===== config.mk =====
export PLATFORM = sky130hd
export DESIGN_NAME = load_alignment
export DESIGN_NICKNAME = d
export VERILOG_FILES = /design/src/verilog/riscv_pkg.sv /design/src/verilog/lsu_cfg_pkg.sv /design/src/verilog/load_alignment.sv
export SDC_FILE = /design/constraint.sdc
export NUM_CORES = 1
export LEC_CHECK = 0
export BUFFER_PORTS_ARGS = -buffer_cell sky130_fd_sc_hd__buf_2
export CORE_ASPECT_RATIO = 0.6
export CORE_MARGIN = 10
export CORE_UTILIZATION = 43
export DETAILED_ROUTE_END_ITERATION = 16
export GPL_TIMING_DRIVEN = 0
export PLACE_DENSITY = 0.73
export REMOVE_ABC_BUFFERS = 1
export SYNTH_ARGS = -nofsm -noshare
export SYNTH_HDL_FRONTEND = slang
export SYNTH_SLANG_ARGS = --single-unit

===== constraint.sdc =====
create_clock -name clk -period 2.1 [get_ports clk]
set_input_delay 0.42 -clock clk [delete_from_list [all_inputs] [get_ports clk]]
set_output_delay 0.42 -clock clk [all_outputs]
set_load 0.02 [all_outputs]

===== src/verilog/riscv_pkg.sv =====
// ~~~~~~~~~~~~~~~~~~~~
// riscv_pkg
// RV32 memory access encoding: data word, lane enables
// and the funct3 size codes used by loads and stores
// ~~~~~~~~~~~~~~~~~~~~
`default_nettype none

package riscv_pkg;

    // register and bus width of the rv32 core
    localparam int xlen = 32;

    // number of byte lanes in one data word
    localparam int word_bytes = xlen / 8;

    // one data word, used for store data, ram data and load results
    typedef logic [xlen-1:0] word_t;

    // one enable bit per byte lane, bit 0 is the least significant byte
    typedef logic [word_bytes-1:0] byte_en_t;

    // funct3 field of load and store instructions
    typedef logic [2:0] mem_funct3_t;

    // ~~~~~~~~~~~~~~~~~~~~
    // size codes
    // ~~~~~~~~~~~~~~~~~~~~
    // the unsigned codes only make sense for loads, a store with one of them is illegal
    localparam mem_funct3_t funct3_lb  = 3'b000;
    localparam mem_funct3_t funct3_lh  = 3'b001;
    localparam mem_funct3_t funct3_lw  = 3'b010;
    localparam mem_funct3_t funct3_lbu = 3'b100;
    localparam mem_funct3_t funct3_lhu = 3'b101;

endpackage

`default_nettype wire


===== src/verilog/lsu_cfg_pkg.sv =====
// ~~~~~~~~~~~~~~~~~~~~
// lsu_cfg_pkg
// memory geometry of the load/store unit and the
// address widths derived from it
// ~~~~~~~~~~~~~~~~~~~~
`default_nettype none

package lsu_cfg_pkg;

    // depth of the data memory in words
    localparam int mem_words = 256;

    // bits needed to index one word of the memory
    localparam int word_addr_width = $clog2(mem_words);

    // low address bits that select a byte inside a word
    localparam int offset_width = 2;

    // full byte address as issued by the core
    typedef logic [31:0] byte_addr_t;

    // word index into the memory, upper address bits beyond it are ignored
    // so accesses wrap over the memory size
    typedef logic [word_addr_width-1:0] word_addr_t;

endpackage

`default_nettype wire


===== src/verilog/load_alignment.sv =====
// ~~~~~~~~~~~~~~~~~~~~
// load_alignment
// output stage: picks the addressed byte or halfword out of the
// read word, extends it and registers the response
// ~~~~~~~~~~~~~~~~~~~~
`default_nettype none

module load_alignment
    import riscv_pkg::*;
    import lsu_cfg_pkg::*;
(
    input  logic                    clk,
    input  logic                    reset,
    input  word_t                   rd_data,
    input  logic                    rd_valid,
    input  logic                    rd_load,
    input  logic                    rd_fault,
    input  mem_funct3_t             rd_funct3,
    input  logic [offset_width-1:0] rd_offset,
    output logic                    rsp_valid,
    output word_t                   rsp_data,
    output logic                    rsp_fault
);

    logic [7:0]  sel_byte;
    logic [15:0] sel_half;
    word_t       load_data;

    // ~~~~~~~~~~~~~~~~~~~~
    // lane select
    // ~~~~~~~~~~~~~~~~~~~~
    // the byte comes from the lane given by the offset,
    // the halfword only depends on offset bit 1 since bit 0 is checked upstream
    assign sel_byte = rd_data[{rd_offset, 3'b000} +: 8];
    assign sel_half = rd_offset[1] ? rd_data[31:16] : rd_data[15:0];

    always_comb begin
        case (rd_funct3)
            funct3_lb:  load_data = {{(xlen - 8){sel_byte[7]}}, sel_byte};
            funct3_lbu: load_data = {{(xlen - 8){1'b0}}, sel_byte};
            funct3_lh:  load_data = {{(xlen - 16){sel_half[15]}}, sel_half};
            funct3_lhu: load_data = {{(xlen - 16){1'b0}}, sel_half};
            funct3_lw:  load_data = rd_data;
            // illegal codes are always faulted, so zero is what gets returned anyway
            default:    load_data = '0;
        endcase

        // stores and faulted requests answer with zero data
        if (!rd_load || rd_fault) begin
            load_data = '0;
        end
    end

    // ~~~~~~~~~~~~~~~~~~~~
    // response register
    // ~~~~~~~~~~~~~~~~~~~~
    always_ff @(posedge clk) begin
        if (reset) begin
            rsp_valid <= 1'b0;
            rsp_fault <= 1'b0;
        end else begin
            rsp_valid <= rd_valid;
            rsp_fault <= rd_valid & rd_fault;
        end
    end

    // data is qualified by rsp_valid
    always_ff @(posedge clk) begin
        rsp_data <= load_data;
    end

endmodule

`default_nettype wire


Yosys cells after proc, flatten, opt, wreduce, memory -nomap -nowiden
Cells that the tools add are included.
{ "op_classes": {"bitwise": 1, "n_eq_ne": 4, "shifts": 1, "n_mux": 2, "n_reduce_logical": 3} }
{ "ops": {"columns": ["cell", "n"], "rows": [
  ["32-bit one-hot mux with 5 select lines", 1],
  ["32-bit by 6-bit variable part select with 8-bit output", 1],
  ["16-bit two-way mux", 1],
  ["3-bit == test (second input constant)", 2],
  ["3-bit by 1-bit == test with 1-bit output (second input constant)", 1],
  ["3-bit by 2-bit == test with 1-bit output (second input constant)", 1],
  ["3-bit zero test", 1],
  ["1-bit AND", 1],
  ["1-bit zero test", 1],
  ["1-bit logical OR", 1]
]} }
{ "totals": {"reg_bits": 34, "word_cells": 14, "output_inout_bits": 34, "inputBits": 42} }

Depth between registers and ports, before layout
{ "depth": {"ltp_word": 2, "ltp_mapped": 6, "mapped_depth_nobuf": 3} }

Worst setup path after synthesis
OpenSTA, ideal clock, no wires.
{ "synth_timing": {"path_kind": "input port to flip-flop", "from": "in rd_funct3[1]", "to": "reg rsp_data[16]", "arrival_ns": 1.672, "n_path_buf": 2, "path_stages": 5, "slack_ns": 0.295, "cell_sequence": "clkbuf_1 -> nor3_1 -> a222oi_1 -> buf_6 -> a21oi_1"} }
{ "synth_via": {"elab_chain_len": 2, "word_cells_on_any_way": 6, "classes_between": "eq/ne (4); mux (1); reduce/logical (1)"} }
{ "synth_rtl": {"columns": ["element", "line_no", "text"], "rows": [
  ["start: declaration", "load_alignment.sv:18", "input mem_funct3_t rd_funct3,"],
  ["3-bit by 2-bit == test with 1-bit output, or another cell as far along", "load_alignment.sv:38", "case (rd_funct3)"],
  ["32-bit one-hot mux with 5 select lines *", "load_alignment.sv:38", null],
  ["end signal: assignment", "load_alignment.sv:69", "rsp_data <= load_data;"],
  ["end: declaration", "load_alignment.sv:21", "output word_t rsp_data,"]
]} }
Every way passes the cells marked *; elsewhere a longest branch is shown, timed or not.
A chain may end at the register's enable or synchronous reset.

Final worst setup path
{ "layout_timing": {"from": "in rd_offset[1]", "to": "reg rsp_data[22]"} }
{ "layout_via": {"elab_chain_len": 2, "word_cells_on_any_way": 3, "classes_between": "shift (1); mux (2)"} }
{ "layout_rtl": {"columns": ["element", "line_no", "text"], "rows": [
  ["start: declaration", "load_alignment.sv:19", "input logic [offset_width-1:0] rd_offset,"],
  ["32-bit by 6-bit variable part select with 8-bit output or 16-bit two-way mux (tied branches)", "load_alignment.sv:34, load_alignment.sv:35", null],
  ["32-bit one-hot mux with 5 select lines *", "load_alignment.sv:38", null]
]} }
Marked as above.

==> metrics.cfg <==
[floorplanning]
core_sq_um = 3260
fp-row-count = 16
io_pins = 76
start_util = 0.447
die-area_sq_um = 6200
fp.dieW_um = 95.2
die_y_um = 65.1

[clocking]
ctsResizeCount = 0
cts_num_sinks = 34
numCtsBuffers = 5
cts_max_path_buffers = 2
post-cts-setup-buffers = 0
htree_num_levels = 2
hold_buffers = 0
cts_root_buf = clkbuf_8
clkSlewWorstSetupHoldPaths_ps = 60
cts_tree = built

[layout]
multi_input_area_sq_um = 723
seq_area_sq_um = 681
final_util = 0.606
drive_above_1_share = 0.396
fillers = 303
design_area_sq_um = 1980
layout_commonest_cell = buf_2
final_nets = 271
final-instance-count-excl-fill = 275
areaGrowthSynthToFinish_pct = 35.4
final_cell_mix = 76 x buf_2, 34 x dfxtp_1, 31 x a21oi_1, 23 x nand2_1, 14 x mux2i_1
n_antenna_cell = 0

[sta]
setup_viol = 0
fin_crit_ps = 1950
worst_slack_ps = 152
max_slew.worst_pin.slew_ps = 801
hold_violations = 0
post-route-period-util = 0.928
rsz0062_at_grt = false
drv_slew = 0
relSlewSlack = 0.463
max_freq_mhz = 513

[global_routing]
grt_pass1_wl_um = 7450
antenna_found_initial = 0
grt_util_all_layers = 0.152
grt-ovfl-total = 0
grt_max_degree = 23
grt_pass1_vias = 1518

[power_and_ir_drop]
power.total_mw = 1.48
ir_drop_v = 0.000538
power_density_nw_per_um2 = 748
leakagePower_nw = 0.911

[logic_synthesis]
yosysSeqAreaShare = 0.466
yosysWarnings = 0
ys_ff_latch = 34
synthFlopType = dfxtp_1
yosysUniqueCellTypes = 25
synth.cell_area_sq_um = 1460
ys_async_sr_fraction = 0
synth_edf_count = 0
synthCells = 156
syn_area_per_cell_sq_um = 9.36

[worst_setup_path]
end_kind = flip-flop
crit_type = in -> reg
arrival_ps = 2090
crit_start = rd_offset[1]
crit_required_ps = 2240
worstPathMaxFanout = 22
start_kind = input pin

[route]
drt_iter0_drc = 118
final_antenna_net_count = 0
routed_via_density = 5.22
wire_per_inst_um = 17.0
wl_um = 4680
vias = 1435
drc = 0
firstDrtPassIters = 4

[placement]
dp_hpwl_um = 3590
place_area_sq_um = 1870
port_buffers = 75
placed_cells = 267
place.gp.congestion = 0.797
pre_cts_ws_ps = -212

[worst_hold_path]
worstHoldPathType = in -> reg
hold_depth = 2
hold_start = reset
min_to = rsp_valid

[status]
status = finished clean

[job]
cap_violations = 0

## worst max-delay path, cell delays in order
cell	delay, ps
clkbuf_4	340
mux2_2	400
a222oi_1	520
buf_2	300
a21oi_1	90
## synth_stat cells, types with 2 or more instances
cell type  number  area (sq um)
nand2_1        23          86.3
a22oi_1         4          30.0
dfxtp_1        34           681
a2bb2oi_1       6          52.6
o32a_1          7          70.1
nor2b_1         3          18.8
nand2b_1        3          18.8
buf_2           4          20.0
mux2i_1        14           140
o21ai_0         2          10.0
a21oi_1        31           155
nor3b_1         3          22.5
clkbuf_1        8          30.0
mux2_2          3          33.8
## report_power, final
group / switching (mW) / internal (mW) / leakage, nW
clock: 0.232 / 0.355 / 0.0524
sequential: 0.00354 / 0.661 / 0.276
combinational: 0.129 / 0.0982 / 0.583
total: 0.364 / 1.11 / 0.911
## metrics by stage
step                hold slack (ps)  setup TNS [ps]
floorplan                       499          -14280
global placement                585          -53400
detailed placement              588           -2740
CTS                             285               0
global route                    305               0
finish                          296               0
## worst max path at each step
stage / end / slack, ps / cells past startpoint
after floorplan: rsp_data[8] / -630 / 3
after global placement: rsp_data[8] / -1960 / 4
after detailed placement: rsp_data[22] / -210 / 5
after CTS: rsp_data[22] / 80 / 5
after global routing: rsp_data[22] / 50 / 5
final: rsp_data[22] / 150 / 5
## cell families after synthesis
logic type / after synthesis / synth area share
mux: 18 / 0.129
flops: 34 / 0.466
simple gates: 38 / 0.128
buf+inv: 13 / 0.0420
compound gates: 53 / 0.235
## area by class of cell
| type | instances | area share |
|---|---|---|
| multi-input cells | 109 | 0.366 |
| flip-flops and latches | 34 | 0.344 |
| repair buffers | 79 | 0.208 |
| clock buffers | 7 | 0.0386 |
| well taps | 45 | 0.0285 |
| clock inverters | 1 | 0.0152 |
## flip-flops by register name, summed over array words and instances, names as in the netlist
| register | flops |
|---|---|
| rsp_data | 32 |
| rsp_fault | 1 |
| rsp_valid | 1 |
## metal layers
metal  global-route usage  up-vias  share of wire
met3               0.0930       10           0.16
met2                0.216       84           0.38
met4               0.0446        0          0.015
li1                     -      715              -
met1                0.187      626           0.44
met5                    0        -              0
Note: power is estimated with default switching activity, not from simulation.
