## src/verilog/riscv_pkg.sv

```systemverilog
// ~~~~~~~~~~~~~~~~~~~~
// riscv_pkg
// RV32 memory access encoding: data word, lane enables
// and the funct3 size codes used by loads and stores
// ~~~~~~~~~~~~~~~~~~~~
`default_nettype none

package riscv_pkg;

    // register and bus width of the rv32 core
    localparam int xlen = 32;

    // number of byte lanes in one data word
    localparam int word_bytes = xlen / 8;

    // one data word, used for store data, ram data and load results
    typedef logic [xlen-1:0] word_t;

    // one enable bit per byte lane, bit 0 is the least significant byte
    typedef logic [word_bytes-1:0] byte_en_t;

    // funct3 field of load and store instructions
    typedef logic [2:0] mem_funct3_t;

    // ~~~~~~~~~~~~~~~~~~~~
    // size codes
    // ~~~~~~~~~~~~~~~~~~~~
    // the unsigned codes only make sense for loads, a store with one of them is illegal
    localparam mem_funct3_t funct3_lb  = 3'b000;
    localparam mem_funct3_t funct3_lh  = 3'b001;
    localparam mem_funct3_t funct3_lw  = 3'b010;
    localparam mem_funct3_t funct3_lbu = 3'b100;
    localparam mem_funct3_t funct3_lhu = 3'b101;

endpackage

`default_nettype wire

```

## src/verilog/lsu_cfg_pkg.sv

```systemverilog
// ~~~~~~~~~~~~~~~~~~~~
// lsu_cfg_pkg
// memory geometry of the load/store unit and the
// address widths derived from it
// ~~~~~~~~~~~~~~~~~~~~
`default_nettype none

package lsu_cfg_pkg;

    // depth of the data memory in words
    localparam int mem_words = 256;

    // bits needed to index one word of the memory
    localparam int word_addr_width = $clog2(mem_words);

    // low address bits that select a byte inside a word
    localparam int offset_width = 2;

    // full byte address as issued by the core
    typedef logic [31:0] byte_addr_t;

    // word index into the memory, upper address bits beyond it are ignored
    // so accesses wrap over the memory size
    typedef logic [word_addr_width-1:0] word_addr_t;

endpackage

`default_nettype wire

```

## src/verilog/store_alignment.sv

```systemverilog
// ~~~~~~~~~~~~~~~~~~~~
// store_alignment
// input stage of the load/store unit: registers a request, decides
// the fault, and places store data and byte enables on their lanes
// ~~~~~~~~~~~~~~~~~~~~
`default_nettype none

module store_alignment
    import riscv_pkg::*;
    import lsu_cfg_pkg::*;
(
    input  logic                    clk,
    input  logic                    reset,
    input  logic                    req_valid,
    input  logic                    req_store,
    input  mem_funct3_t             req_funct3,
    input  byte_addr_t              req_addr,
    input  word_t                   req_wdata,
    output logic                    mem_we,
    output byte_en_t                mem_be,
    output word_addr_t              mem_addr,
    output word_t                   mem_wdata,
    output logic                    stage_valid,
    output logic                    stage_load,
    output logic                    stage_fault,
    output mem_funct3_t             stage_funct3,
    output logic [offset_width-1:0] stage_offset
);

    logic                    is_byte;
    logic                    is_half;
    logic                    is_word;
    logic                    is_unsigned;
    logic                    fault;
    logic [offset_width-1:0] offset;
    byte_en_t                lane_be;
    word_t                   lane_data;

    // ~~~~~~~~~~~~~~~~~~~~
    // size decode and fault check
    // ~~~~~~~~~~~~~~~~~~~~
    assign offset      = req_addr[offset_width-1:0];
    assign is_byte     = (req_funct3 == funct3_lb) || (req_funct3 == funct3_lbu);
    assign is_half     = (req_funct3 == funct3_lh) || (req_funct3 == funct3_lhu);
    assign is_word     = (req_funct3 == funct3_lw);
    assign is_unsigned = (req_funct3 == funct3_lbu) || (req_funct3 == funct3_lhu);

    // this is the only place a fault is decided, later stages just carry the flag
    // illegal code, unsigned store, odd halfword or unaligned word
    assign fault = ~(is_byte | is_half | is_word)
                 | (req_store & is_unsigned)
                 | (is_half & offset[0])
                 | (is_word & (offset != '0));

    // ~~~~~~~~~~~~~~~~~~~~
    // lane placement
    // ~~~~~~~~~~~~~~~~~~~~
    // the byte or halfword is copied to every lane it could land on,
    // the enables then pick the lane(s) that actually get written
    always_comb begin
        if (is_byte) begin
            lane_data = {word_bytes{req_wdata[7:0]}};
            lane_be   = byte_en_t'(1) << offset;
        end else if (is_half) begin
            lane_data = {(word_bytes / 2){req_wdata[15:0]}};
            lane_be   = offset[1] ? 4'b1100 : 4'b0011;
        end else begin
            // word access, an illegal code is faulted and never written
            lane_data = req_wdata;
            lane_be   = '1;
        end
    end

    // strobes are cleared on reset, a write is only allowed for a clean store
    always_ff @(posedge clk) begin
        if (reset) begin
            stage_valid <= 1'b0;
            mem_we      <= 1'b0;
        end else begin
            stage_valid <= req_valid;
            mem_we      <= req_valid & req_store & ~fault;
        end
    end

    // payload and metadata, only meaningful while stage_valid is set
    always_ff @(posedge clk) begin
        mem_be       <= lane_be;
        mem_addr     <= req_addr[offset_width +: word_addr_width];
        mem_wdata    <= lane_data;
        stage_load   <= ~req_store;
        stage_fault  <= fault;
        stage_funct3 <= req_funct3;
        stage_offset <= offset;
    end

endmodule

`default_nettype wire

```

## config.mk

```make
export PLATFORM = sky130hd
export DESIGN_NAME = store_alignment
export DESIGN_NICKNAME = d
export VERILOG_FILES = /design/src/verilog/riscv_pkg.sv /design/src/verilog/lsu_cfg_pkg.sv /design/src/verilog/store_alignment.sv
export SDC_FILE = /design/constraint.sdc
export NUM_CORES = 1
export LEC_CHECK = 0
export ABC_AREA = 1
export BUFFER_PORTS_ARGS = -buffer_cell sky130_fd_sc_hd__buf_2
export CAP_MARGIN = 40
export CELL_PAD_IN_SITES_DETAIL_PLACEMENT = 1
export CELL_PAD_IN_SITES_GLOBAL_PLACEMENT = 1
export CORE_MARGIN = 4
export CORE_UTILIZATION = 29
export CTS_BUF_LIST = sky130_fd_sc_hd__clkbuf_8
export DETAILED_ROUTE_END_ITERATION = 16
export PLACE_DENSITY_LB_ADDON = 0.15
export REMOVE_ABC_BUFFERS = 1
export SLEW_MARGIN = 15
export SYNTH_ARGS = -nofsm -noshare
export SYNTH_HDL_FRONTEND = slang
export SYNTH_SLANG_ARGS = --single-unit
```

## constraint.sdc

```tcl
create_clock -name clk -period 1.45 [get_ports clk]
set_clock_uncertainty 0.1 [all_clocks]
set_input_delay 0.2175 -clock clk [delete_from_list [all_inputs] [get_ports clk]]
set_output_delay 0.2175 -clock clk [all_outputs]
set_load 0.005 [all_outputs]
```

After elaboration in Yosys (flattened, before gate mapping)
Cells that the tools add are included.
Widths: inputs -> output; s select.
{"block": "totals", "wordCells": 37, "register_bits": 53, "out_inout_bits": 53, "in_bits": 71}
{"block": "op_classes", "n_mux": 5, "n_reduce_logical": 5, "n_bitwise": 13, "shift": 1, "eq_ne": 4}
{"op": "$mux 32", "count": 2}
{"op": "$mux 4", "count": 3}
{"op": "$eq 3x3->1 const B", "count": 2}
{"op": "$and 1x1->1", "count": 5}
{"op": "$or 1x1->1", "count": 5}
{"op": "$shl 1x2->4 const A", "count": 1}
{"op": "$eq 3x1->1 const B", "count": 1}
{"op": "$eq 3x2->1 const B", "count": 1}
{"op": "$logic_not 3->1", "count": 1}
{"op": "$logic_or 1x1->1", "count": 3}
{"op": "$not 1->1", "count": 3}
{"op": "$reduce_bool 2->1", "count": 1}

Longest topological paths before layout
Gate-level depths: netlist of run 1.
{"block": "depth", "word_depth": 10, "ltp_mapped": 5, "ltp_nobuf": 5}

Worst setup path after synthesis of run 1
OpenSTA, ideal clock, no wires.
{"block": "synth_path", "path_type": "input-to-reg", "startpoint": "input port req_funct3[1]", "endpoint": "register stage_fault", "arrival_time_ps": 595, "setup_slack_ps": 635, "path_buffers": 0, "t_required_ps": 1230, "setup_ps": 120, "stages": 4, "path_cell_list": "nor2_4 > inv_4 > nand2_4 > nand2_4"}
{"block": "synth_via", "elab_chain_len": 8, "word_cells_on_any_way": 17, "classes_between": "eq/ne (4); bitwise (9); reduce/logical (4)"}
{"item": "start: declaration", "line": "store_alignment.sv:16", "text": "input mem_funct3_t req_funct3,"}
{"item": "$eq 3x3->1 (tied with other cells)", "line": "store_alignment.sv:43, store_alignment.sv:46"}
{"item": "$logic_or 1x1->1, on equally long branches", "line": "store_alignment.sv:43, store_alignment.sv:44"}
{"item": "$or 1x1->1 (2 in a row)", "line": "store_alignment.sv:50", "text": "assign fault = ~(is_byte | is_half | is_word)"}
{"item": "$not 1->1", "line": "store_alignment.sv:50"}
{"item": "$or 1x1->1", "line": "store_alignment.sv:51", "text": "| (req_store & is_unsigned)"}
{"item": "$or 1x1->1", "line": "store_alignment.sv:52", "text": "| (is_half & offset[0])"}
{"item": "$or 1x1->1 (*)", "line": "store_alignment.sv:53", "text": "| (is_word & (offset != '0));"}
{"item": "net fault", "line": "store_alignment.sv:34", "text": "logic fault;"}
{"item": "end signal: assignment", "line": "store_alignment.sv:91", "text": "stage_fault <= fault;"}
{"item": "end: declaration", "line": "store_alignment.sv:25", "text": "output logic stage_fault,"}
Mark *: on every way through the listed nets, which the timed path passes. The rest lies on a longest branch.
A chain may end at the register's enable or synchronous reset.

Worst setup path after layout of run 1
{"block": "layout_path", "startpoint": "input port req_addr[1]", "endpoint": "register mem_be[0]"}
{"block": "layout_via", "elab_chain_len": 3, "word_cells_on_any_way": 4, "classes_between": "shift (1); mux (3)"}
{"item": "start: declaration", "line": "store_alignment.sv:17", "text": "input byte_addr_t req_addr,"}
{"item": "$mux 4", "line": "store_alignment.sv:66", "text": "lane_be = offset[1] ? 4'b1100 : 4'b0011;"}
{"item": "$mux 4", "line": "store_alignment.sv:64", "text": "end else if (is_half) begin"}
{"item": "$mux 4 (*)", "line": "store_alignment.sv:61", "text": "if (is_byte) begin"}
{"item": "net lane_be[0]", "line": "store_alignment.sv:36", "text": "byte_en_t lane_be;"}
{"item": "end signal: assignment", "line": "store_alignment.sv:87", "text": "mem_be <= lane_be;"}
{"item": "end: declaration", "line": "store_alignment.sv:20", "text": "output byte_en_t mem_be,"}
Marked as above.

==> results.cfg, run 1 <==
[status]
run_status = finished, final reports clean

[timing]
final.setup.tns_ns = 0
fin_crit_sh = 0.7740
worst_pin_slew_ns = 0.2356
period_needed_ns = 1.122
grt_setup_unrepaired = no
final_max_slew_viol_count = 0
worst_slew_margin_rel = 0.8426
setup-violations-final = 0
final-hold-violation-count = 0
fmax_mhz = 891.0

[global_routing]
grt_antenna_before_repair = 0
largest_net_degree_at_the_start_of_global_routing = 18
global_route_wire_length_before_repair_mm = 7.659
globalRouteTotalUtil = 0.1568
via_count_of_the_first_global_routing_pass = 1613
global_route.overflow_total = 0

[worst_hold_path]
number_of_cells_traversed_by_the_worst_hold_path = 3
worstHoldEndpoint = mem_wdata[24]$_DFF_P_
holdCritStartpoint = req_wdata[24]
timing.hold.worst.class = in -> reg

[critical_path]
cpPeakStageDelay_ns = 0.52
worst_ep_required_time_ns = 1.54
critical_path.cell_chain = dlygate4sd3_1 > buf_2 > inv_1 > a21oi_1 > o21ai_0
endpoint_arrival_time_on_the_critical_path_ns = 1.21
worst-setup-path-type = in -> reg
top_fanout_value_on_the_critical_path = 6
end_kind = register
cp_slowest_cell = sky130_fd_sc_hd__dlygate4sd3_1
timing.critical_path.from_type = primary input

[cells_and_area]
final_layout_size_suffix_gt1_frac = 0.4061
antenna-diode-count = 0
synthToLayoutAreaGrowth_pct = 65.17
instances_no_fill = 360
num-nets-final = 363

[placement]
detailedPlacementHpwl_mm = 3.336
gpl.final_weighted_congestion = 0.6915
placedCellCount = 321
port-buffer-count = 101

[die]
die-area_sq_mm = 0.006422
floorplan.initialDensity = 0.3092
std_cell_rows = 25
chipHeight_um = 80.14
io-pin-count = 124
core_ar_sq_mm = 0.004880
die-width_um = 80.14

[detailed_routing]
detail-route-antenna-nets = 0
routed_wirelength_mm = 4.799
drt-pass1-iter-count = 4
total_number_of_vias = 1480
average_wire_per_standard_cell_um = 13.33
avgViaCountPerCell = 4.111
drt_iter0_markers = 33
route.detailed.drc = 0

[cts]
clk_root_buffer_cell = sky130_fd_sc_hd__clkbuf_8
cts_made_buffers = 5
post_cts_setup_driven_buffer_insertion_count = 0
ctsHtreeMaxLevel = 2
worst_setup_hold_path_clk_slew_ns = 0.10
tritoncts = built
cts-root-to-sink-buffers = 2
tritoncts_num_sinks = 53

[synth]
synth.top_cells.by_count = sky130_fd_sc_hd__nand2_1, sky130_fd_sc_hd__dfxtp_1, sky130_fd_sc_hd__nand3_1, sky130_fd_sc_hd__inv_1, sky130_fd_sc_hd__o21ai_0
post_synthesis_cells = 153
count_of_different_cell_masters_after_synthesis = 12
yosysWarningCount = 0
synth_seq_cells = 53
async_flop_share = 0
synth.largest_area_cell = sky130_fd_sc_hd__dfxtp_1
postSynthAreaPerCell_sq_um = 9.862
ys_top_cells_by_area = sky130_fd_sc_hd__dfxtp_1, sky130_fd_sc_hd__nand2_1, sky130_fd_sc_hd__nand3_1
post-synth-top-area-fraction = 0.7032
synth_sequential_area_ratio = 0.7032
post_synth_instance_area_sq_mm = 0.001509
post_synth_edffs = 0
synth_ff_type = sky130_fd_sc_hd__dfxtp_1
yosys.cell_count.top_type = sky130_fd_sc_hd__nand2_1

[power_and_ir_drop]
vdd_drop_max_v = 0.0006703
power_leakage_uw = 0.001303
cellPowerDensity_mw_per_mm2 = 1118

[run]
maxCapViolations = 0
layer usage:
layer	global-route usage	vias up	share of wire
li1	-	747	-
met1	0.1515	659	0.37
met2	0.2980	67	0.50
met3	0.06390	7	0.11
met4	0.05068	0	0.013
met5	0	-	0
repair_timing:
action                                 in CTS  in global routing
hold buffers                               31                  0
gates resized for setup                     0                  0
endpoints found under the hold margin      31                  0
flip-flops by register name (all words and copies together), names as in the netlist:
name,cells
stage_load,1
mem_wdata,32
stage_fault,1
mem_be,4
stage_valid,1
stage_funct3,3
mem_we,1
mem_addr,8
stage_offset,2
layout by cell type (no fill, tap or decap):
cell type and instances:
sky130_fd_sc_hd__nor2_1 2, sky130_fd_sc_hd__buf_2 101, sky130_fd_sc_hd__clkinvlp_4 3, sky130_fd_sc_hd__dfxtp_1 53, sky130_fd_sc_hd__inv_2 2, sky130_fd_sc_hd__a21oi_1 2
sky130_fd_sc_hd__inv_1 5, sky130_fd_sc_hd__buf_4 2, sky130_fd_sc_hd__dlygate4sd3_1 31, sky130_fd_sc_hd__nand2_4 2, sky130_fd_sc_hd__nor2_4 3, sky130_fd_sc_hd__nand2_1 69
sky130_fd_sc_hd__inv_4 1, sky130_fd_sc_hd__o21ai_0 4, sky130_fd_sc_hd__nand3_1 8, sky130_fd_sc_hd__clkbuf_8 5
through the flow:
step / hold slack, ns / cell area, sq um / setup WS [ns] / total power [uW] / util
after global routing: 0.0008834 / 2492 / 0.2146 / 2943 / 0.5108
after global placement: 0.2199 / 2091 / 0.3091 / 1926 / 0.4285
after CTS: 0.003719 / 2492 / 0.3252 / 2829 / 0.5108
final: 0.01637 / 2492 / 0.3277 / 2787 / 0.5108
after floorplan: 0.1452 / 1486 / 0.6353 / 1714 / -
after detailed placement: 0.2218 / 2091 / 0.3076 / 1934 / 0.4285
how the worst max path moves through the flow:
stage               depth (start not counted)                    end           from  slack [ns]
finish                                      5      mem_be[0]$_DFF_P_    req_addr[1]        0.33
global route                                7      mem_we$_SDFF_PP0_    req_addr[1]        0.21
CTS                                         5      mem_be[0]$_DFF_P_    req_addr[1]        0.33
detailed placement                          5  mem_wdata[27]$_DFF_P_  req_funct3[1]        0.31
global placement                            5  mem_wdata[24]$_DFF_P_  req_funct3[1]        0.31
floorplan                                   4    stage_fault$_DFF_P_  req_funct3[1]        0.64
where the power goes:
part           switching [uW]  total, uW  internal (uW)
combinational             177        382            205
sequential               21.7       1580           1560
clock                     488        828            339
worst max-delay path: cells and delay by family:
family,cells,cell delay [ns]
buf+inv,3,0.74
compound gates,2,0.26
kinds of logic after synthesis:
| group | Yosys count | synth area share |
|---|---|---|
| DFF | 53 | 0.7032 |
| AOI/OAI and AO/OA | 6 | 0.01990 |
| and+or+nand+nor | 84 | 0.2405 |
| buffers and inverters | 10 | 0.03649 |
final cells by class:
| class | count | area (sq um) |
|---|---|---|
| Clock inverter | 3 | 22.52 |
| Sequential cell | 53 | 1061 |
| Inverter | 8 | 32.53 |
| Fill cell | 605 | 2387 |
| Timing Repair Buffer | 134 | 830.8 |
| Multi-Input combinational cell | 90 | 392.9 |
| Tap cell | 67 | 83.83 |
| Clock buffer | 5 | 68.82 |
Note: power is estimated with default switching activity, not from simulation.
==> run 2: changes to the inputs <==
--- a/config.mk
+++ b/config.mk
@@ -5,13 +5,13 @@
 export SDC_FILE = /design/constraint.sdc
 export NUM_CORES = 1
 export LEC_CHECK = 0
-export ABC_AREA = 1
+export ABC_AREA = 0
 export BUFFER_PORTS_ARGS = -buffer_cell sky130_fd_sc_hd__buf_2
 export CAP_MARGIN = 40
 export CELL_PAD_IN_SITES_DETAIL_PLACEMENT = 1
 export CELL_PAD_IN_SITES_GLOBAL_PLACEMENT = 1
 export CORE_MARGIN = 4
-export CORE_UTILIZATION = 29
+export CORE_UTILIZATION = 25
 export CTS_BUF_LIST = sky130_fd_sc_hd__clkbuf_8
 export DETAILED_ROUTE_END_ITERATION = 16
 export PLACE_DENSITY_LB_ADDON = 0.15
==> constraint.sdc (replaced) <==
create_clock -name clk -period 0.9 [get_ports clk]
set_clock_uncertainty 0.1 [all_clocks]
set_input_delay 0.135 -clock clk [delete_from_list [all_inputs] [get_ports clk]]
set_output_delay 0.135 -clock clk [all_outputs]
set_load 0.005 [all_outputs]
==> run 2 against run 1 <==
Compared with the run above:
- the run now ends with negative hold slack, negative setup slack left
- critical path depth is 4 lower
- first-iteration DRC count is 18% lower
- via count shrank 9.8%
- global-route usage down 4.2 points
- worst setup slack worse by 0.40 ns
- utilization down 6.9 points
- clock power is 52% higher
- non-clock buffer count rose by 5
- largest power group unchanged
- highest routed layer unchanged
==> results.cfg, run 2 <==
[die]
core_ar_sq_mm = 0.005921
floorplan.initialDensity = 0.2570
std_cell_rows = 28
die-width_um = 86.01
chipHeight_um = 86.01
io-pin-count = 124
die-area_sq_mm = 0.007398

[critical_path]
critical_path.cell_chain = buf_2
endpoint_arrival_time_on_the_critical_path_ns = 0.74
top_fanout_value_on_the_critical_path = 1
worst_path_dominant_cell_family = flip-flops
cp_slowest_cell = sky130_fd_sc_hd__dfxtp_1
end_kind = output port
timing.critical_path.buf_inv = 1
worst_ep_required_time_ns = 0.66
worst-setup-path-type = reg -> out
cpPeakStageDelay_ns = 0.33
timing.critical_path.from_type = register

[worst_hold_path]
timing.hold.worst.class = in -> reg
holdCritStartpoint = req_wdata[6]
worstHoldEndpoint = mem_wdata[6]$_DFF_P_
number_of_cells_traversed_by_the_worst_hold_path = 1

[synth]
synthesized_area_fraction_occupied_by_ao_oa_aoi_and_oai_cells = 0.06250
yosys.cell_count.top_type = sky130_fd_sc_hd__dfxtp_1
post_synthesis_cells = 111
post_synth_edffs = 0
synth_seq_cells = 53
combinational_family_with_the_most_area_after_synthesis = multiplexers
synth_ff_type = sky130_fd_sc_hd__dfxtp_1
post_synth_xor_area_fraction = 0
synth.largest_area_cell = sky130_fd_sc_hd__dfxtp_1
count_of_different_cell_masters_after_synthesis = 17
async_flop_share = 0
post-synth-top-area-fraction = 0.6974
yosysWarningCount = 0
synth_sequential_area_ratio = 0.6974
ys_top_cells_by_area = sky130_fd_sc_hd__dfxtp_1, sky130_fd_sc_hd__mux2_1, sky130_fd_sc_hd__mux2_2
postSynthAreaPerCell_sq_um = 13.71
yosys-mux-area-fraction = 0.1711
synth-simple-area-share = 0.04441
synthAdderAreaFrac = 0
post_synth_instance_area_sq_mm = 0.001521

[cts]
cts_made_buffers = 5
post_cts_setup_driven_buffer_insertion_count = 0
worst_setup_hold_path_clk_slew_ns = 0.09
tritoncts = built
tritoncts_num_sinks = 53
clk_root_buffer_cell = sky130_fd_sc_hd__clkbuf_8
ctsHtreeMaxLevel = 2
cts-root-to-sink-buffers = 2

[cells_and_area]
most-common-layout-cells = sky130_fd_sc_hd__buf_2, sky130_fd_sc_hd__dfxtp_1, sky130_fd_sc_hd__dlygate4sd3_1
final_layout_size_suffix_gt1_frac = 0.5709
antenna-diode-count = 0
num-nets-final = 324
final_common_cell = sky130_fd_sc_hd__buf_2
largest_registers = mem_wdata (32), mem_addr (8), mem_be (4)
instances_no_fill = 329
max_ffs_per_register = 32
synthToLayoutAreaGrowth_pct = 72.04
registers.top_by_ff_count = mem_wdata

[timing]
worst_pin_slew_ns = 0.3423
setup-violations-final = 53
final-hold-violation-count = 18
finalWorstSetupSlack_ns = -0.07438
period_needed_ns = 0.9744
fin_crit_sh = 1.083
worst_slew_margin_rel = 0.7697
fmax_mhz = 1026
hold_ws_ns = -0.1231
final_max_slew_viol_count = 0
grt_setup_unrepaired = yes

[global_routing]
globalRouteTotalUtil = 0.1150
via_count_of_the_first_global_routing_pass = 1389
global_route_wire_length_before_repair_mm = 6.582
largest_net_degree_at_the_start_of_global_routing = 16
grt_antenna_before_repair = 0
global_route.overflow_total = 0

[status]
run_status = finished with violations
failed_checks = negative hold slack, negative setup slack

[placement]
detailedPlacementHpwl_mm = 3.214
place_worst_setup_slack_ns = -0.2306
placedCellCount = 294
port-buffer-count = 101
gpl.final_weighted_congestion = 0.6569

[detailed_routing]
drt-pass1-iter-count = 3
detail-route-antenna-nets = 0
avgViaCountPerCell = 4.058
total_number_of_vias = 1335
drt_iter0_markers = 27
route.detailed.drc = 0
average_wire_per_standard_cell_um = 13.88
routed_wirelength_mm = 4.568

[power_and_ir_drop]
cellPowerDensity_mw_per_mm2 = 1705
vdd_drop_max_v = 0.0007588
power_leakage_uw = 0.001272

[run]
maxCapViolations = 0
==> run 2: cell type report <==
| class | instances | area, sq um |
|---|---|---|
| Clock buffer | 5 | 68.82 |
| Clock inverter | 3 | 15.01 |
| Fill cell | 682 | 3303 |
| Inverter | 2 | 7.507 |
| Multi-Input combinational cell | 52 | 422.9 |
| Sequential cell | 53 | 1082 |
| Tap cell | 75 | 93.84 |
| Timing Repair Buffer | 139 | 927.1 |
==> run 2: routing by layer <==
| layer | up-vias | global-route usage | share of wire |
|---|---|---|---|
| met5 | - | 0 | 0 |
| met4 | 0 | 0.03022 | 0.0063 |
| met3 | 5 | 0.05860 | 0.11 |
| met2 | 71 | 0.1913 | 0.49 |
| met1 | 602 | 0.1299 | 0.39 |
| li1 | 657 | - | - |
==> run 2: timing repair <==
| item | CTS | global route |
|---|---|---|
| gates resized for setup | 2 | 26 |
| endpoints found under the setup margin | 53 | 53 |
| hold buffers | 21 | 6 |
| gates cloned | 0 | 0 |
| endpoints found under the hold margin | 46 | 24 |
==> run 2: how the worst max path moves through the flow <==
| stage | from | endpoint | slack (ns) | depth (start not counted) |
|---|---|---|---|---|
| final | mem_addr[5]$_DFF_P_ | mem_addr[5] | -0.07 | 1 |
| after global routing | mem_addr[5]$_DFF_P_ | mem_addr[5] | -0.12 | 1 |
| after CTS | mem_wdata[14]$_DFF_P_ | mem_wdata[14] | -0.09 | 1 |
| after detailed placement | req_funct3[0] | mem_wdata[15]$_DFF_P_ | -0.23 | 3 |
| after global placement | req_funct3[0] | mem_wdata[12]$_DFF_P_ | -0.21 | 3 |
| after floorplan | req_funct3[1] | mem_wdata[10]$_DFF_P_ | 0.03 | 2 |
==> run 2: logic make-up (layout without fill, tap and decap cells) <==
group | count (synthesis) | in the layout
muxes | 24 | 24
DFF | 53 | 53
buffers and inverters | 6 | 149
AOI/OAI and AO/OA | 14 | 14
and+or+nand+nor | 14 | 14
==> run 2: metrics by stage <==
step	power [uW]	util	cell area (sq um)	TNS, ns
6_report	4464	0.4421	2618	-2.848
3_3_place_gp	3123	0.3671	2173	-4.093
3_5_place_dp	3130	0.3671	2173	-4.389
2_1_floorplan	2746	-	1491	0
4_1_cts	4511	0.4180	2475	-3.826
5_1_grt	4739	0.4421	2618	-5.086
==> run 2: power by group <==
group / switching [uW] / leakage, uW / internal [uW]
sequential: 43.1 / 0.000447 / 2510
combinational: 250 / 0.000777 / 402
clock: 727 / 0.0000467 / 529
total: 1020 / 0.00127 / 3440
==> run 3: changes to the inputs <==
--- a/config.mk
+++ b/config.mk
@@ -6,14 +6,14 @@
 export NUM_CORES = 1
 export LEC_CHECK = 0
 export ABC_AREA = 0
-export BUFFER_PORTS_ARGS = -buffer_cell sky130_fd_sc_hd__buf_2
 export CAP_MARGIN = 40
 export CELL_PAD_IN_SITES_DETAIL_PLACEMENT = 1
 export CELL_PAD_IN_SITES_GLOBAL_PLACEMENT = 1
-export CORE_MARGIN = 4
-export CORE_UTILIZATION = 25
+export CORE_MARGIN = 2
+export CORE_UTILIZATION = 30
 export CTS_BUF_LIST = sky130_fd_sc_hd__clkbuf_8
 export DETAILED_ROUTE_END_ITERATION = 16
+export DONT_BUFFER_PORTS = 1
 export PLACE_DENSITY_LB_ADDON = 0.15
 export REMOVE_ABC_BUFFERS = 1
 export SLEW_MARGIN = 15
==> run 3 against run 2 <==
Compared with the run above:
- the flow still finishes with violations (negative hold slack, negative setup slack)
- die area shrank 24%
- wire length shrank 11%
- utilization grew 3.2 points
- critical endpoint is now mem_wdata[12]$_DFF_P_
- first-iteration DRC count shrank 41%
- critical path depth grew 1
- via count shrank 21%
- combinational power shrank 43%
- clock power grew 5%
- cell count shrank 28%
- fmax grew 6.3%
- sequential power grew 2%
- cell area shrank 13%
==> results.cfg, run 3 (synthesis gave the netlist of run 2 again) <==
[cells_and_area]
final_instance_area_sq_mm = 0.002283
register_area_sq_mm = 0.001121
multiInputGateArea_sq_um = 425.4
synthToLayoutAreaGrowth_pct = 50.08
fillers = 512
final_common_cell = sky130_fd_sc_hd__dfxtp_2
antenna-diode-count = 0
num-nets-final = 240
registers.top_by_ff_count = mem_wdata
largest_registers = mem_wdata (32), mem_addr (8), mem_be (4)
most-common-layout-cells = sky130_fd_sc_hd__dfxtp_2, sky130_fd_sc_hd__dlygate4sd3_1
max_ffs_per_register = 32
final_layout_size_suffix_gt1_frac = 0.4118

[worst_hold_path]
holdCritStartpoint = req_funct3[2]
worstHoldEndpoint = stage_funct3[2]$_DFF_P_
timing.hold.worst.class = in -> reg
number_of_cells_traversed_by_the_worst_hold_path = 0

[die]
chipHeight_um = 75.22
floorplan.initialDensity = 0.3158
std_cell_rows = 25
core_ar_sq_mm = 0.004817
die-area_sq_mm = 0.005657
die-width_um = 75.22
io-pin-count = 124

[global_routing]
via_count_of_the_first_global_routing_pass = 1139
largest_net_degree_at_the_start_of_global_routing = 32
grt_antenna_before_repair = 0
global_route.overflow_total = 0
global_route_wire_length_before_repair_mm = 5.409
globalRouteTotalUtil = 0.1345

[power_and_ir_drop]
power.total_uw = 4311
vdd_drop_max_v = 0.0006378
power_leakage_uw = 0.0009600
cellPowerDensity_mw_per_mm2 = 1888

[placement]
post_dp_cell_area_sq_mm = 0.001598
gpl.final_weighted_congestion = 0.6075
detailedPlacementHpwl_mm = 2.373
port-buffer-count = 0

[critical_path]
worst_ep_required_time_ns = 0.99
end_kind = register
cp_slowest_cell = sky130_fd_sc_hd__dlygate4sd3_1
timing.critical_path.from_type = primary input
critical_path.cell_chain = dlygate4sd3_1 > mux2_1
worst-setup-path-type = in -> reg
endpoint_arrival_time_on_the_critical_path_ns = 1.01
worst_path_dominant_cell_family = buffers and inverters
timing.critical_path.buf_inv = 1
cpPeakStageDelay_ns = 0.56
top_fanout_value_on_the_critical_path = 3

[timing]
worst_pin_slew_ns = 0.3888
final_max_slew_viol_count = 0
grt_setup_unrepaired = yes
fin_crit_sh = 1.019
final-hold-violation-count = 12
setup-violations-final = 3
fmax_mhz = 1091
hold_ws_ns = -0.2480
worst_slew_margin_rel = 0.7384
finalWorstSetupSlack_ns = -0.01671
period_needed_ns = 0.9167

[detailed_routing]
route.detailed.drc = 0
total_number_of_vias = 1053
drt_iter0_markers = 16
routed_wirelength_mm = 4.064
avgViaCountPerCell = 4.443
average_wire_per_standard_cell_um = 17.15
detail-route-antenna-nets = 0
drt-pass1-iter-count = 2

[cts]
post_cts_setup_driven_buffer_insertion_count = 0
cts-root-to-sink-buffers = 2
cts_made_buffers = 5
ctsHtreeMaxLevel = 2
tritoncts = built
tritoncts_num_sinks = 53
worst_setup_hold_path_clk_slew_ns = 0.09
clk_root_buffer_cell = sky130_fd_sc_hd__clkbuf_8

[status]
failed_checks = negative hold slack, negative setup slack
run_status = finished with violations

[run]
maxCapViolations = 0
## run 3: changes by cell type in the layout (fill, tap and decap cells not counted), moves of 2 or more
cell,delta
sky130_fd_sc_hd__dfxtp_1,-31
sky130_fd_sc_hd__inv_1,-2
sky130_fd_sc_hd__buf_6,-11
sky130_fd_sc_hd__dlymetal6s4s_1,+5
sky130_fd_sc_hd__buf_4,-8
sky130_fd_sc_hd__dfxtp_2,+31
sky130_fd_sc_hd__dlygate4sd3_1,+20
sky130_fd_sc_hd__buf_2,-90
## run 3: report_power, final
group / internal (uW) / switching, uW
Combinational: 274 / 95.6
Clock: 553 / 765
Sequential: 2540 / 88.6
Total: 3360 / 949
## run 3: worst max-delay path by stage
stage,depth (start not counted),end,slack [ns],startpoint
6_report,2,mem_wdata[12]$_DFF_P_,-0.02,req_wdata[4]
5_1_grt,0,mem_addr[7],-0.03,mem_addr[7]$_DFF_P_
4_1_cts,0,mem_wdata[5],-0.003,mem_wdata[5]$_DFF_P_
3_5_place_dp,3,mem_wdata[8]$_DFF_P_,-0.03,req_funct3[1]
3_3_place_gp,3,mem_wdata[11]$_DFF_P_,-0.02,req_funct3[1]
2_1_floorplan,2,mem_wdata[10]$_DFF_P_,0.03,req_funct3[1]
## run 3: through the flow
stage	TNS, ns	cells	utilization	worst slack (ns)
finish	-0.02203	237	0.4740	-0.01671
global route	-0.3789	237	0.4740	-0.02539
CTS	-0.008136	229	0.4449	-0.003329
detailed placement	-0.1523	177	0.3317	-0.02955
global placement	-0.1101	177	0.3317	-0.02013
floorplan	0	107	-	0.03425
## run 3: layer usage
layer | GRT usage | vias to the layer above | share of wire
li1 | - | 488 | -
met1 | 0.1255 | 499 | 0.31
met2 | 0.2495 | 61 | 0.56
met3 | 0.07095 | 5 | 0.11
met4 | 0.04678 | 0 | 0.011
met5 | 0 | - | 0
## run 3: layout make-up
class / instances / area share
well taps: 67 / 0.03671
clock inverters: 3 / 0.009315
flip-flops and latches: 53 / 0.4910
repair buffers: 55 / 0.2433
clock buffers: 5 / 0.03014
inverters: 2 / 0.003288
multi-input cells: 52 / 0.1863
## run 3: timing repair
action | 4_1_cts | 5_1_grt
endpoints found under the hold margin | 53 | 22
gates resized for setup | 12 | 42
hold buffers | 44 | 8
pin swaps | 0 | 0
endpoints found under the setup margin | 12 | 54
